`config.mk`:
```
export PLATFORM = sky130hd
export DESIGN_NAME = id_stage
export DESIGN_NICKNAME = d
export VERILOG_FILES = /design/src/logic/decode_pkg.sv /design/src/logic/id_stage.sv /design/src/logic/branch_unit.sv /design/src/logic/operand_bypass.sv /design/src/logic/regfile.sv /design/src/logic/inst_decoder.sv
export SDC_FILE = /design/constraint.sdc
export NUM_CORES = 2
export LEC_CHECK = 0
export ABC_AREA = 1
export BUFFER_PORTS_ARGS = -buffer_cell sky130_fd_sc_hd__buf_2
export CORE_MARGIN = 1
export CORE_UTILIZATION = 40
export DETAILED_ROUTE_END_ITERATION = 10
export PLACE_DENSITY = 0.54
export SYNTH_ARGS = -nofsm -noshare
export SYNTH_HDL_FRONTEND = slang
export SYNTH_SLANG_ARGS = --single-unit
```
`constraint.sdc`:
```
create_clock -name clk -period 11.05 [get_ports clk]
set_input_delay 1.6575 -clock clk [delete_from_list [all_inputs] [get_ports clk]]
set_output_delay 1.6575 -clock clk [all_outputs]
set_load 0.05 [all_outputs]
```
`src/logic/decode_pkg.sv`:
```
package decode_pkg;

    ////////////////////////////////////////////////////////////
    // widths
    ////////////////////////////////////////////////////////////
    parameter int xlen      = 32;
    parameter int reg_count = 32;

    typedef logic [xlen-1:0]               word_t;
    typedef logic [$clog2(reg_count)-1:0]  reg_addr_t;

    ////////////////////////////////////////////////////////////
    // opcodes handed to execute and fetch
    ////////////////////////////////////////////////////////////
    typedef enum logic [3:0] {
        alu_none,
        alu_add,
        alu_sub,
        alu_slt,
        alu_sltu,
        alu_and,
        alu_nor,
        alu_or,
        alu_xor,
        alu_sll,
        alu_srl,
        alu_sra,
        // passes src2 through, used by lu12i.w
        alu_lui
    } alu_op_e;

    typedef enum logic [3:0] {
        mem_none,
        mem_ld_b,
        mem_ld_h,
        mem_ld_w,
        mem_ld_bu,
        mem_ld_hu,
        mem_st_b,
        mem_st_h,
        mem_st_w
    } mem_op_e;

    typedef enum logic [3:0] {
        br_none,
        br_beq,
        br_bne,
        br_blt,
        br_bge,
        br_bltu,
        br_bgeu,
        br_b,
        br_bl,
        br_jirl
    } br_op_e;

endpackage
```
`src/logic/id_stage.sv`:
```
module id_stage #(
    parameter decode_pkg::word_t reset_pc = 32'h1bff_ffff
) (
    input  logic                  clk,
    input  logic                  resetn,
    input  logic                  es_allowin,
    output logic                  ds_allowin,
    output logic                  br_taken,
    output decode_pkg::word_t     br_target,
    input  logic                  fs_to_ds_valid,
    input  decode_pkg::word_t     fs_inst,
    input  decode_pkg::word_t     fs_pc,
    output logic                  ds_to_es_valid,
    output decode_pkg::word_t     ds_pc,
    output decode_pkg::alu_op_e   ds_alu_op,
    output decode_pkg::mem_op_e   ds_mem_op,
    output decode_pkg::word_t     ds_alu_src1,
    output decode_pkg::word_t     ds_alu_src2,
    output decode_pkg::word_t     ds_rkd_value,
    output logic                  ds_rf_we,
    output decode_pkg::reg_addr_t ds_rf_waddr,
    input  logic                  es_rf_we,
    input  decode_pkg::reg_addr_t es_rf_waddr,
    input  decode_pkg::word_t     es_alu_result,
    input  logic                  es_res_from_mem,
    input  logic                  ms_rf_we,
    input  decode_pkg::reg_addr_t ms_rf_waddr,
    input  decode_pkg::word_t     ms_rf_wdata,
    input  logic                  ws_rf_we,
    input  decode_pkg::reg_addr_t ws_rf_waddr,
    input  decode_pkg::word_t     ws_rf_wdata
);
    import decode_pkg::*;

    logic      ds_valid;
    logic      ds_ready_go;
    word_t     ds_inst;
    br_op_e    br_op;
    word_t     imm;
    word_t     br_offs;
    reg_addr_t raddr1;
    reg_addr_t raddr2;
    logic      rf_we;
    logic      src1_is_pc;
    logic      src2_is_imm;
    logic      use_src1;
    logic      use_src2;
    word_t     rf_rdata1;
    word_t     rf_rdata2;
    word_t     rj_value;
    word_t     rkd_value;
    logic      load_stall;
    logic      cond_taken;

    ////////////////////////////////////////////////////////////
    // handshake
    ////////////////////////////////////////////////////////////
    assign ds_ready_go    = !load_stall;
    assign ds_allowin     = !ds_valid || (ds_ready_go && es_allowin);
    assign ds_to_es_valid = ds_valid && ds_ready_go;

    // only once execute takes the branch
    assign br_taken = cond_taken && ds_to_es_valid && es_allowin;

    always_ff @(posedge clk) begin
        if (!resetn) begin
            ds_valid <= 1'b0;
        end else if (br_taken) begin
            // word behind a taken branch is dropped
            ds_valid <= 1'b0;
        end else if (ds_allowin) begin
            ds_valid <= fs_to_ds_valid;
        end
    end

    always_ff @(posedge clk) begin
        if (!resetn) begin
            ds_inst <= '0;
            ds_pc   <= reset_pc;
        end else if (ds_allowin && fs_to_ds_valid) begin
            ds_inst <= fs_inst;
            ds_pc   <= fs_pc;
        end
    end

    ////////////////////////////////////////////////////////////
    // decode, operands, branch
    ////////////////////////////////////////////////////////////
    inst_decoder u_decoder (
        .inst        (ds_inst),
        .alu_op      (ds_alu_op),
        .mem_op      (ds_mem_op),
        .br_op       (br_op),
        .imm         (imm),
        .br_offs     (br_offs),
        .raddr1      (raddr1),
        .raddr2      (raddr2),
        .waddr       (ds_rf_waddr),
        .rf_we       (rf_we),
        .src1_is_pc  (src1_is_pc),
        .src2_is_imm (src2_is_imm),
        .use_src1    (use_src1),
        .use_src2    (use_src2)
    );

    regfile #(
        .depth (reg_count)
    ) u_regfile (
        .clk    (clk),
        .raddr1 (raddr1),
        .rdata1 (rf_rdata1),
        .raddr2 (raddr2),
        .rdata2 (rf_rdata2),
        .we     (ws_rf_we),
        .waddr  (ws_rf_waddr),
        .wdata  (ws_rf_wdata)
    );

    operand_bypass u_bypass (
        .raddr1          (raddr1),
        .raddr2          (raddr2),
        .rf_rdata1       (rf_rdata1),
        .rf_rdata2       (rf_rdata2),
        .use_src1        (use_src1),
        .use_src2        (use_src2),
        .es_rf_we        (es_rf_we),
        .es_rf_waddr     (es_rf_waddr),
        .es_alu_result   (es_alu_result),
        .es_res_from_mem (es_res_from_mem),
        .ms_rf_we        (ms_rf_we),
        .ms_rf_waddr     (ms_rf_waddr),
        .ms_rf_wdata     (ms_rf_wdata),
        .ws_rf_we        (ws_rf_we),
        .ws_rf_waddr     (ws_rf_waddr),
        .ws_rf_wdata     (ws_rf_wdata),
        .rj_value        (rj_value),
        .rkd_value       (rkd_value),
        .load_stall      (load_stall)
    );

    branch_unit u_branch (
        .br_op      (br_op),
        .rj_value   (rj_value),
        .rkd_value  (rkd_value),
        .pc         (ds_pc),
        .br_offs    (br_offs),
        .cond_taken (cond_taken),
        .target     (br_target)
    );

    // operands to execute
    assign ds_alu_src1  = src1_is_pc ? ds_pc : rj_value;
    assign ds_alu_src2  = src2_is_imm ? imm : rkd_value;
    assign ds_rkd_value = rkd_value;

    // no write leaves the stage without a valid handoff
    assign ds_rf_we = rf_we && ds_to_es_valid;

endmodule

```
`src/logic/branch_unit.sv`:
```
module branch_unit (
    input  decode_pkg::br_op_e br_op,
    input  decode_pkg::word_t  rj_value,
    input  decode_pkg::word_t  rkd_value,
    input  decode_pkg::word_t  pc,
    input  decode_pkg::word_t  br_offs,
    output logic               cond_taken,
    output decode_pkg::word_t  target
);
    import decode_pkg::*;

    logic  rj_eq_rd;
    logic  rj_lt_rd;
    logic  rj_ltu_rd;
    word_t base;

    assign rj_eq_rd  = (rj_value == rkd_value);
    assign rj_lt_rd  = ($signed(rj_value) < $signed(rkd_value));
    assign rj_ltu_rd = (rj_value < rkd_value);

    always_comb begin
        case (br_op)
            br_beq:  cond_taken = rj_eq_rd;
            br_bne:  cond_taken = !rj_eq_rd;
            br_blt:  cond_taken = rj_lt_rd;
            br_bge:  cond_taken = !rj_lt_rd;
            br_bltu: cond_taken = rj_ltu_rd;
            br_bgeu: cond_taken = !rj_ltu_rd;
            br_b,
            br_bl,
            br_jirl: cond_taken = 1'b1;
            default: cond_taken = 1'b0;
        endcase
    end

    // jirl is register-relative, the rest pc-relative
    assign base   = (br_op == br_jirl) ? rj_value : pc;
    assign target = base + br_offs;

endmodule

```
`src/logic/operand_bypass.sv`:
```
module operand_bypass (
    input  decode_pkg::reg_addr_t raddr1,
    input  decode_pkg::reg_addr_t raddr2,
    input  decode_pkg::word_t     rf_rdata1,
    input  decode_pkg::word_t     rf_rdata2,
    input  logic                  use_src1,
    input  logic                  use_src2,
    input  logic                  es_rf_we,
    input  decode_pkg::reg_addr_t es_rf_waddr,
    input  decode_pkg::word_t     es_alu_result,
    input  logic                  es_res_from_mem,
    input  logic                  ms_rf_we,
    input  decode_pkg::reg_addr_t ms_rf_waddr,
    input  decode_pkg::word_t     ms_rf_wdata,
    input  logic                  ws_rf_we,
    input  decode_pkg::reg_addr_t ws_rf_waddr,
    input  decode_pkg::word_t     ws_rf_wdata,
    output decode_pkg::word_t     rj_value,
    output decode_pkg::word_t     rkd_value,
    output logic                  load_stall
);
    import decode_pkg::*;

    reg_addr_t raddr    [2];
    word_t     rf_rdata [2];
    word_t     value    [2];
    logic      used     [2];
    logic      es_hit   [2];
    logic      ms_hit   [2];
    logic      ws_hit   [2];

    assign raddr[0]    = raddr1;
    assign raddr[1]    = raddr2;
    assign rf_rdata[0] = rf_rdata1;
    assign rf_rdata[1] = rf_rdata2;
    assign used[0]     = use_src1;
    assign used[1]     = use_src2;

    // newest producer wins, r0 never forwarded
    for (genvar i = 0; i < 2; i++) begin : g_src
        assign es_hit[i] = es_rf_we && raddr[i] != '0 && es_rf_waddr == raddr[i];
        assign ms_hit[i] = ms_rf_we && raddr[i] != '0 && ms_rf_waddr == raddr[i];
        assign ws_hit[i] = ws_rf_we && raddr[i] != '0 && ws_rf_waddr == raddr[i];

        assign value[i] = es_hit[i] ? es_alu_result :
                          ms_hit[i] ? ms_rf_wdata   :
                          ws_hit[i] ? ws_rf_wdata   :
                                      rf_rdata[i];
    end

    assign rj_value  = value[0];
    assign rkd_value = value[1];

    // load data not ready until memory stage
    assign load_stall = es_res_from_mem &&
                        ((es_hit[0] && used[0]) || (es_hit[1] && used[1]));

endmodule

```
`src/logic/regfile.sv`:
```
module regfile #(
    parameter int depth = decode_pkg::reg_count
) (
    input  logic                  clk,
    input  decode_pkg::reg_addr_t raddr1,
    output decode_pkg::word_t     rdata1,
    input  decode_pkg::reg_addr_t raddr2,
    output decode_pkg::word_t     rdata2,
    input  logic                  we,
    input  decode_pkg::reg_addr_t waddr,
    input  decode_pkg::word_t     wdata
);
    import decode_pkg::*;

    word_t regs [depth];

    always_ff @(posedge clk) begin
        if (we && waddr != '0) begin
            regs[waddr] <= wdata;
        end
    end

    // r0 reads as zero
    assign rdata1 = (raddr1 == '0) ? '0 : regs[raddr1];
    assign rdata2 = (raddr2 == '0) ? '0 : regs[raddr2];

endmodule

```
`src/logic/inst_decoder.sv`:
```
module inst_decoder (
    input  decode_pkg::word_t     inst,
    output decode_pkg::alu_op_e   alu_op,
    output decode_pkg::mem_op_e   mem_op,
    output decode_pkg::br_op_e    br_op,
    output decode_pkg::word_t     imm,
    output decode_pkg::word_t     br_offs,
    output decode_pkg::reg_addr_t raddr1,
    output decode_pkg::reg_addr_t raddr2,
    output decode_pkg::reg_addr_t waddr,
    output logic                  rf_we,
    output logic                  src1_is_pc,
    output logic                  src2_is_imm,
    output logic                  use_src1,
    output logic                  use_src2
);
    import decode_pkg::*;

    logic [5:0] op_31_26;
    logic [3:0] op_25_22;
    logic [1:0] op_21_20;
    logic [4:0] op_19_15;
    reg_addr_t  rd;
    reg_addr_t  rj;
    reg_addr_t  rk;
    word_t      imm_si12;
    word_t      imm_ui12;
    word_t      imm_ui5;
    word_t      imm_u20;
    word_t      offs16;
    word_t      offs26;
    logic       src_is_rd;
    logic       dst_is_r1;

    ////////////////////////////////////////////////////////////
    // fields
    ////////////////////////////////////////////////////////////
    assign op_31_26 = inst[31:26];
    assign op_25_22 = inst[25:22];
    assign op_21_20 = inst[21:20];
    assign op_19_15 = inst[19:15];

    assign rd = inst[4:0];
    assign rj = inst[9:5];
    assign rk = inst[14:10];

    assign imm_si12 = {{20{inst[21]}}, inst[21:10]};
    assign imm_ui12 = {20'b0, inst[21:10]};
    assign imm_ui5  = {27'b0, inst[14:10]};
    assign imm_u20  = {inst[24:5], 12'b0};

    // offs26 is split across two fields, high part in [9:0]
    assign offs16 = {{14{inst[25]}}, inst[25:10], 2'b0};
    assign offs26 = {{4{inst[9]}}, inst[9:0], inst[25:10], 2'b0};

    ////////////////////////////////////////////////////////////
    // classification
    ////////////////////////////////////////////////////////////
    always_comb begin
        alu_op      = alu_none;
        mem_op      = mem_none;
        br_op       = br_none;
        imm         = '0;
        rf_we       = 1'b0;
        src1_is_pc  = 1'b0;
        src2_is_imm = 1'b0;
        use_src1    = 1'b0;
        use_src2    = 1'b0;
        src_is_rd   = 1'b0;
        dst_is_r1   = 1'b0;
        case (op_31_26)
            6'h00: begin
                if (op_25_22 == 4'h0 && op_21_20 == 2'h1) begin
                    // three-register group
                    case (op_19_15)
                        5'h00:   alu_op = alu_add;
                        5'h02:   alu_op = alu_sub;
                        5'h04:   alu_op = alu_slt;
                        5'h05:   alu_op = alu_sltu;
                        5'h08:   alu_op = alu_nor;
                        5'h09:   alu_op = alu_and;
                        5'h0a:   alu_op = alu_or;
                        5'h0b:   alu_op = alu_xor;
                        5'h0e:   alu_op = alu_sll;
                        5'h0f:   alu_op = alu_srl;
                        5'h10:   alu_op = alu_sra;
                        default: alu_op = alu_none;
                    endcase
                    use_src2 = (alu_op != alu_none);
                end else begin
                    if (op_25_22 == 4'h1 && op_21_20 == 2'h0) begin
                        case (op_19_15)
                            5'h01:   alu_op = alu_sll;
                            5'h09:   alu_op = alu_srl;
                            5'h11:   alu_op = alu_sra;
                            default: alu_op = alu_none;
                        endcase
                        imm = imm_ui5;
                    end else begin
                        case (op_25_22)
                            4'h8:    alu_op = alu_slt;
                            4'h9:    alu_op = alu_sltu;
                            4'ha:    alu_op = alu_add;
                            4'hd:    alu_op = alu_and;
                            4'he:    alu_op = alu_or;
                            4'hf:    alu_op = alu_xor;
                            default: alu_op = alu_none;
                        endcase
                        // logical forms zero-extend
                        imm = op_25_22[2] ? imm_ui12 : imm_si12;
                    end
                    src2_is_imm = (alu_op != alu_none);
                end
                rf_we    = (alu_op != alu_none);
                use_src1 = rf_we;
            end
            6'h0a: begin
                case (op_25_22)
                    4'h0:    mem_op = mem_ld_b;
                    4'h1:    mem_op = mem_ld_h;
                    4'h2:    mem_op = mem_ld_w;
                    4'h4:    mem_op = mem_st_b;
                    4'h5:    mem_op = mem_st_h;
                    4'h6:    mem_op = mem_st_w;
                    4'h8:    mem_op = mem_ld_bu;
                    4'h9:    mem_op = mem_ld_hu;
                    default: mem_op = mem_none;
                endcase
                if (mem_op != mem_none) begin
                    alu_op      = alu_add;
                    imm         = imm_si12;
                    src2_is_imm = 1'b1;
                    use_src1    = 1'b1;
                    // stores read rd as the data
                    src_is_rd   = (op_25_22[3:2] == 2'b01);
                    use_src2    = src_is_rd;
                    rf_we       = !src_is_rd;
                end
            end
            6'h05: begin
                if (!inst[25]) begin
                    alu_op      = alu_lui;
                    imm         = imm_u20;
                    src2_is_imm = 1'b1;
                    rf_we       = 1'b1;
                end
            end
            6'h07: begin
                if (!inst[25]) begin
                    alu_op      = alu_add;
                    imm         = imm_u20;
                    src1_is_pc  = 1'b1;
                    src2_is_imm = 1'b1;
                    rf_we       = 1'b1;
                end
            end
            6'h13: begin
                // link value pc + 4, target uses rj
                br_op       = br_jirl;
                alu_op      = alu_add;
                imm         = 32'd4;
                src1_is_pc  = 1'b1;
                src2_is_imm = 1'b1;
                use_src1    = 1'b1;
                rf_we       = 1'b1;
            end
            6'h14: begin
                br_op = br_b;
            end
            6'h15: begin
                br_op       = br_bl;
                alu_op      = alu_add;
                imm         = 32'd4;
                src1_is_pc  = 1'b1;
                src2_is_imm = 1'b1;
                dst_is_r1   = 1'b1;
                rf_we       = 1'b1;
            end
            6'h16, 6'h17, 6'h18, 6'h19, 6'h1a, 6'h1b: begin
                case (op_31_26)
                    6'h16:   br_op = br_beq;
                    6'h17:   br_op = br_bne;
                    6'h18:   br_op = br_blt;
                    6'h19:   br_op = br_bge;
                    6'h1a:   br_op = br_bltu;
                    default: br_op = br_bgeu;
                endcase
                src_is_rd = 1'b1;
                use_src1  = 1'b1;
                use_src2  = 1'b1;
            end
            default: begin
                alu_op = alu_none;
            end
        endcase
    end

    assign br_offs = (br_op == br_b || br_op == br_bl) ? offs26 : offs16;

    assign raddr1 = rj;
    assign raddr2 = src_is_rd ? rd : rk;
    assign waddr  = dst_is_r1 ? 5'd1 : rd;

endmodule

```
==> run summary <==
Mapped cell area: 60200 um^2
Post-CTS sizing: 0
Startpoint Class: primary input
Syn_area_per_cell: 9.00 um^2
Largest net degree at the start of global routing: 211
Crit-path cells: buf_2 -> inv_1 -> o21ai_0 -> nor4_4 -> buf_4 -> nor2_4 -> nand3_1 -> nand3_1 -> o21ai_0 -> o21ai_0 -> nand2_1 -> o21ai_0 -> ha_1 -> nand2_1 -> o21ai_0 -> a21oi_1 -> inv_1 -> a21oi_1 -> o21ai_0 -> a31oi_1 -> xnor2_1 -> buf_2
Area growth syn-to-layout: 13.2%
# H-tree levels: 4
Max VDD drop: 0.121 mV
Vias post-DR: 53800
Iteration-0 DRC Markers: 6362
Part of the power in combinational logic: 0.277
Required @ worst endpoint: 9.39 ns
Number of CTS-inserted buffers: 131
Max Clk Rate: 99.3 MHz
Global Route Usage Sum: 0.331
Outcome: finished clean
Clock share of power: 0.342
CTS tree: done
Max-cap viol count: 0
Slew @ Worst Pin: 1.41 ns
Clock latency on the worst-skew pair: 0.80 ns
Final setup viols: 0
WS Path Type: in -> out
Register area share after synthesis: 0.537
Setup WS post-layout: 0.984 ns
RSZ-0062 raised after global routing: no
First-pass GRT wire length: 362 mm
Number of synthesized flops with an enable pin: 1024
Seq. cell area: 32300 um^2
I/O pin count: 360
Post-CTS Setup Bufs: 0
Worst R2R End: ds_valid
Accumulated negative setup slack: 0 ns
Multi-input gate area: 24200 um^2
Initial antenna violation count: 39
Max Slew Vio Count: 0
Post-route antenna net violation count: 0
Synth Flop Type: edfxtp_1
Worst Hold Depth: 2
Reg power frac: 0.380
Crit-path slowest cell: nor2_4
Full die area: 152000 um^2
Clock-pin slew on the worst setup and hold paths: 0.06 ns
Share of cells above drive strength 1: 0.110
Int Pwr: 7790 uW
Pwr/cell area: 182 nW/um^2
Tmin final: 10.07 ns
Initial Util: 0.405
Vias per inst: 6.00
Mean routed wirelength per cell: 28.7 um
# DRC: 0
Max_slew headroom: 0.0580
Lkg Pwr: 0.0260 uW
Final clock period utilization by the worst path: 0.911
Place WS: 1.36 ns
CP max stage delay: 1.09 ns
Ys async rst share: 0
DR pass1 iterations: 6
Sw power: 4570 uW
YS warnings: 0
Seq cells post-synth: 1102
Cts hold-fix bufs: 0
Cell count after synthesis: 6681
Worst min-delay path endpoint: ds_inst[31]
Most used cell, CP: o21ai_0
Hold Path Origin: ds_inst[31]
Layout Skew: 0.0410 ns
WP buf/inv: 5
Fill cells: 14300
Clock Sinks: 1102
Vias in the first global route: 49200
Clock Tree Root: clkbuf_16
WP depth: 22
Reg2Reg Depth: 22
CP arrival: 8.41 ns
Sw Ratio: 0.370
Cell family with most CP delay: compound AO/OA/AOI/OAI gates
Row count: 141
CP Capture Type: output pin
NumNets Final: 7089
Detailed placement HPWL: 158 mm
Post-Route WL: 257 mm
RR Startpoint: ds_inst[7]
GP Congestion: 1.05
Max Buffers Root-to-Sink: 3
PortBufs: 359
Die span in x: 390 um
R2R setup slack: 4.05 ns
Chip height: 390 um
Fin. Hold Viols: 0
Core ar.: 149000 um^2
Worst min-delay path class: reg -> reg
Yosys cell types: 58
Crit-path max FO: 33
Total congestion overflow: 0
power by group through the flow:
stage	Clock [uW]	Combinational [uW]	Sequential, uW
floorplan	0	2070	4790
global placement	0	3350	4790
detailed placement	0	3360	4790
CTS	4280	3360	4700
global route	4430	3600	4710
finish	4230	3430	4700
per-layer routing:
layer | up-vias | global-route usage | part of all wire | wire length (um)
li1 | 23800 | - | - | -
met1 | 26200 | 0.443 | 0.40 | 104000
met2 | 3071 | 0.497 | 0.44 | 113000
met3 | 640 | 0.0708 | 0.10 | 25900
met4 | 10 | 0.184 | 0.059 | 15200
met5 | - | 0 | 0.00026 | 66
placed cells by master (no fill, tap or decap), types with 12 or more instances in the layout:
cell       instances
buf_12            16
o221ai_1          24
nor2_4            34
nor3_1            16
xor2_1            24
diode_2           14
nor2_1           201
nand3_1          798
nand4_1           13
o21ai_0          711
clkbuf_1          29
mux2i_1          203
edfxtp_1        1024
clkbuf_16        132
buf_2            359
dfxtp_1           73
nand2_1         1522
a21oi_1          372
inv_1            514
buf_4            106
o21ai_1           38
ha_1              68
conb_1            32
clkinv_2          25
o211ai_1         422
clkinv_1          30
xnor2_1           12
stage by stage:
step | area [um^2] | instances | util | hold slack [ns] | total power, uW
2_1_floorplan | 60300 | 6712 | - | 0.460 | 6850
3_3_place_gp | 63900 | 8706 | 0.431 | 0.475 | 8140
3_5_place_dp | 63900 | 8706 | 0.431 | 0.483 | 8140
4_1_cts | 68000 | 8942 | 0.458 | 0.491 | 12300
5_1_grt | 68100 | 8955 | 0.458 | 0.529 | 12700
6_report | 68100 | 8956 | 0.458 | 0.498 | 12400
cell usage after synthesis (37+ instances only):
library cell  number  share of area
nand3_1          798          0.066
o21ai_1           37         0.0031
ha_1              68          0.014
nand2_1         1528          0.095
edfxtp_1        1024           0.51
dfxtp_1           78          0.026
inv_1            520          0.032
o21ai_0          712          0.059
clkbuf_1         277          0.017
o211ai_1         422          0.053
mux2i_1          203          0.034
buf_2            160          0.013
buf_1             43         0.0027
nor2_1           231          0.014
a21oi_1          373          0.031
layout make-up:
type | count | area share
clock buffer | 161 | 0.0501
multi-input combinational | 4591 | 0.355
clock inverter | 75 | 0.0100
antenna | 14 | 0.000515
sequential | 1102 | 0.475
timing repair buffer | 481 | 0.0428
inverter | 530 | 0.0294
tap | 2002 | 0.0368
registers in the layout (all words and copies together), names as in the netlist, named ones only:
signal,flops
ds_inst,32
ds_pc,32
ds_valid,1
u_regfile.regs,1024
kinds of logic after synthesis:
group | after synthesis | share of synthesized area
fa+ha+maj | 69 | 0.0145
compound gates | 1608 | 0.154
mux | 203 | 0.0338
xor+xnor | 36 | 0.00524
flops | 1102 | 0.537
other cells | 1 | 0.0000623
simple gates | 2643 | 0.187
buf+inv | 1019 | 0.0679
worst min-delay path, cell delays in order (launching register included):
cell and delay, ns:
dfxtp_1 0.33, inv_2 0.06, a21oi_1 0.05
worst max-delay path by stage:
stage                     to      startpoint  slack [ns]
2_1_floorplan  br_target[28]  ws_rf_waddr[0]        3.03
3_3_place_gp   br_target[28]  ws_rf_waddr[2]        1.40
3_5_place_dp   br_target[28]  ws_rf_waddr[2]        1.36
4_1_cts        br_target[28]  ws_rf_waddr[2]        1.33
5_1_grt        br_target[28]      ds_inst[7]        0.62
6_report       br_target[28]  ws_rf_waddr[2]        0.98
(Power assumes the default switching activity.)
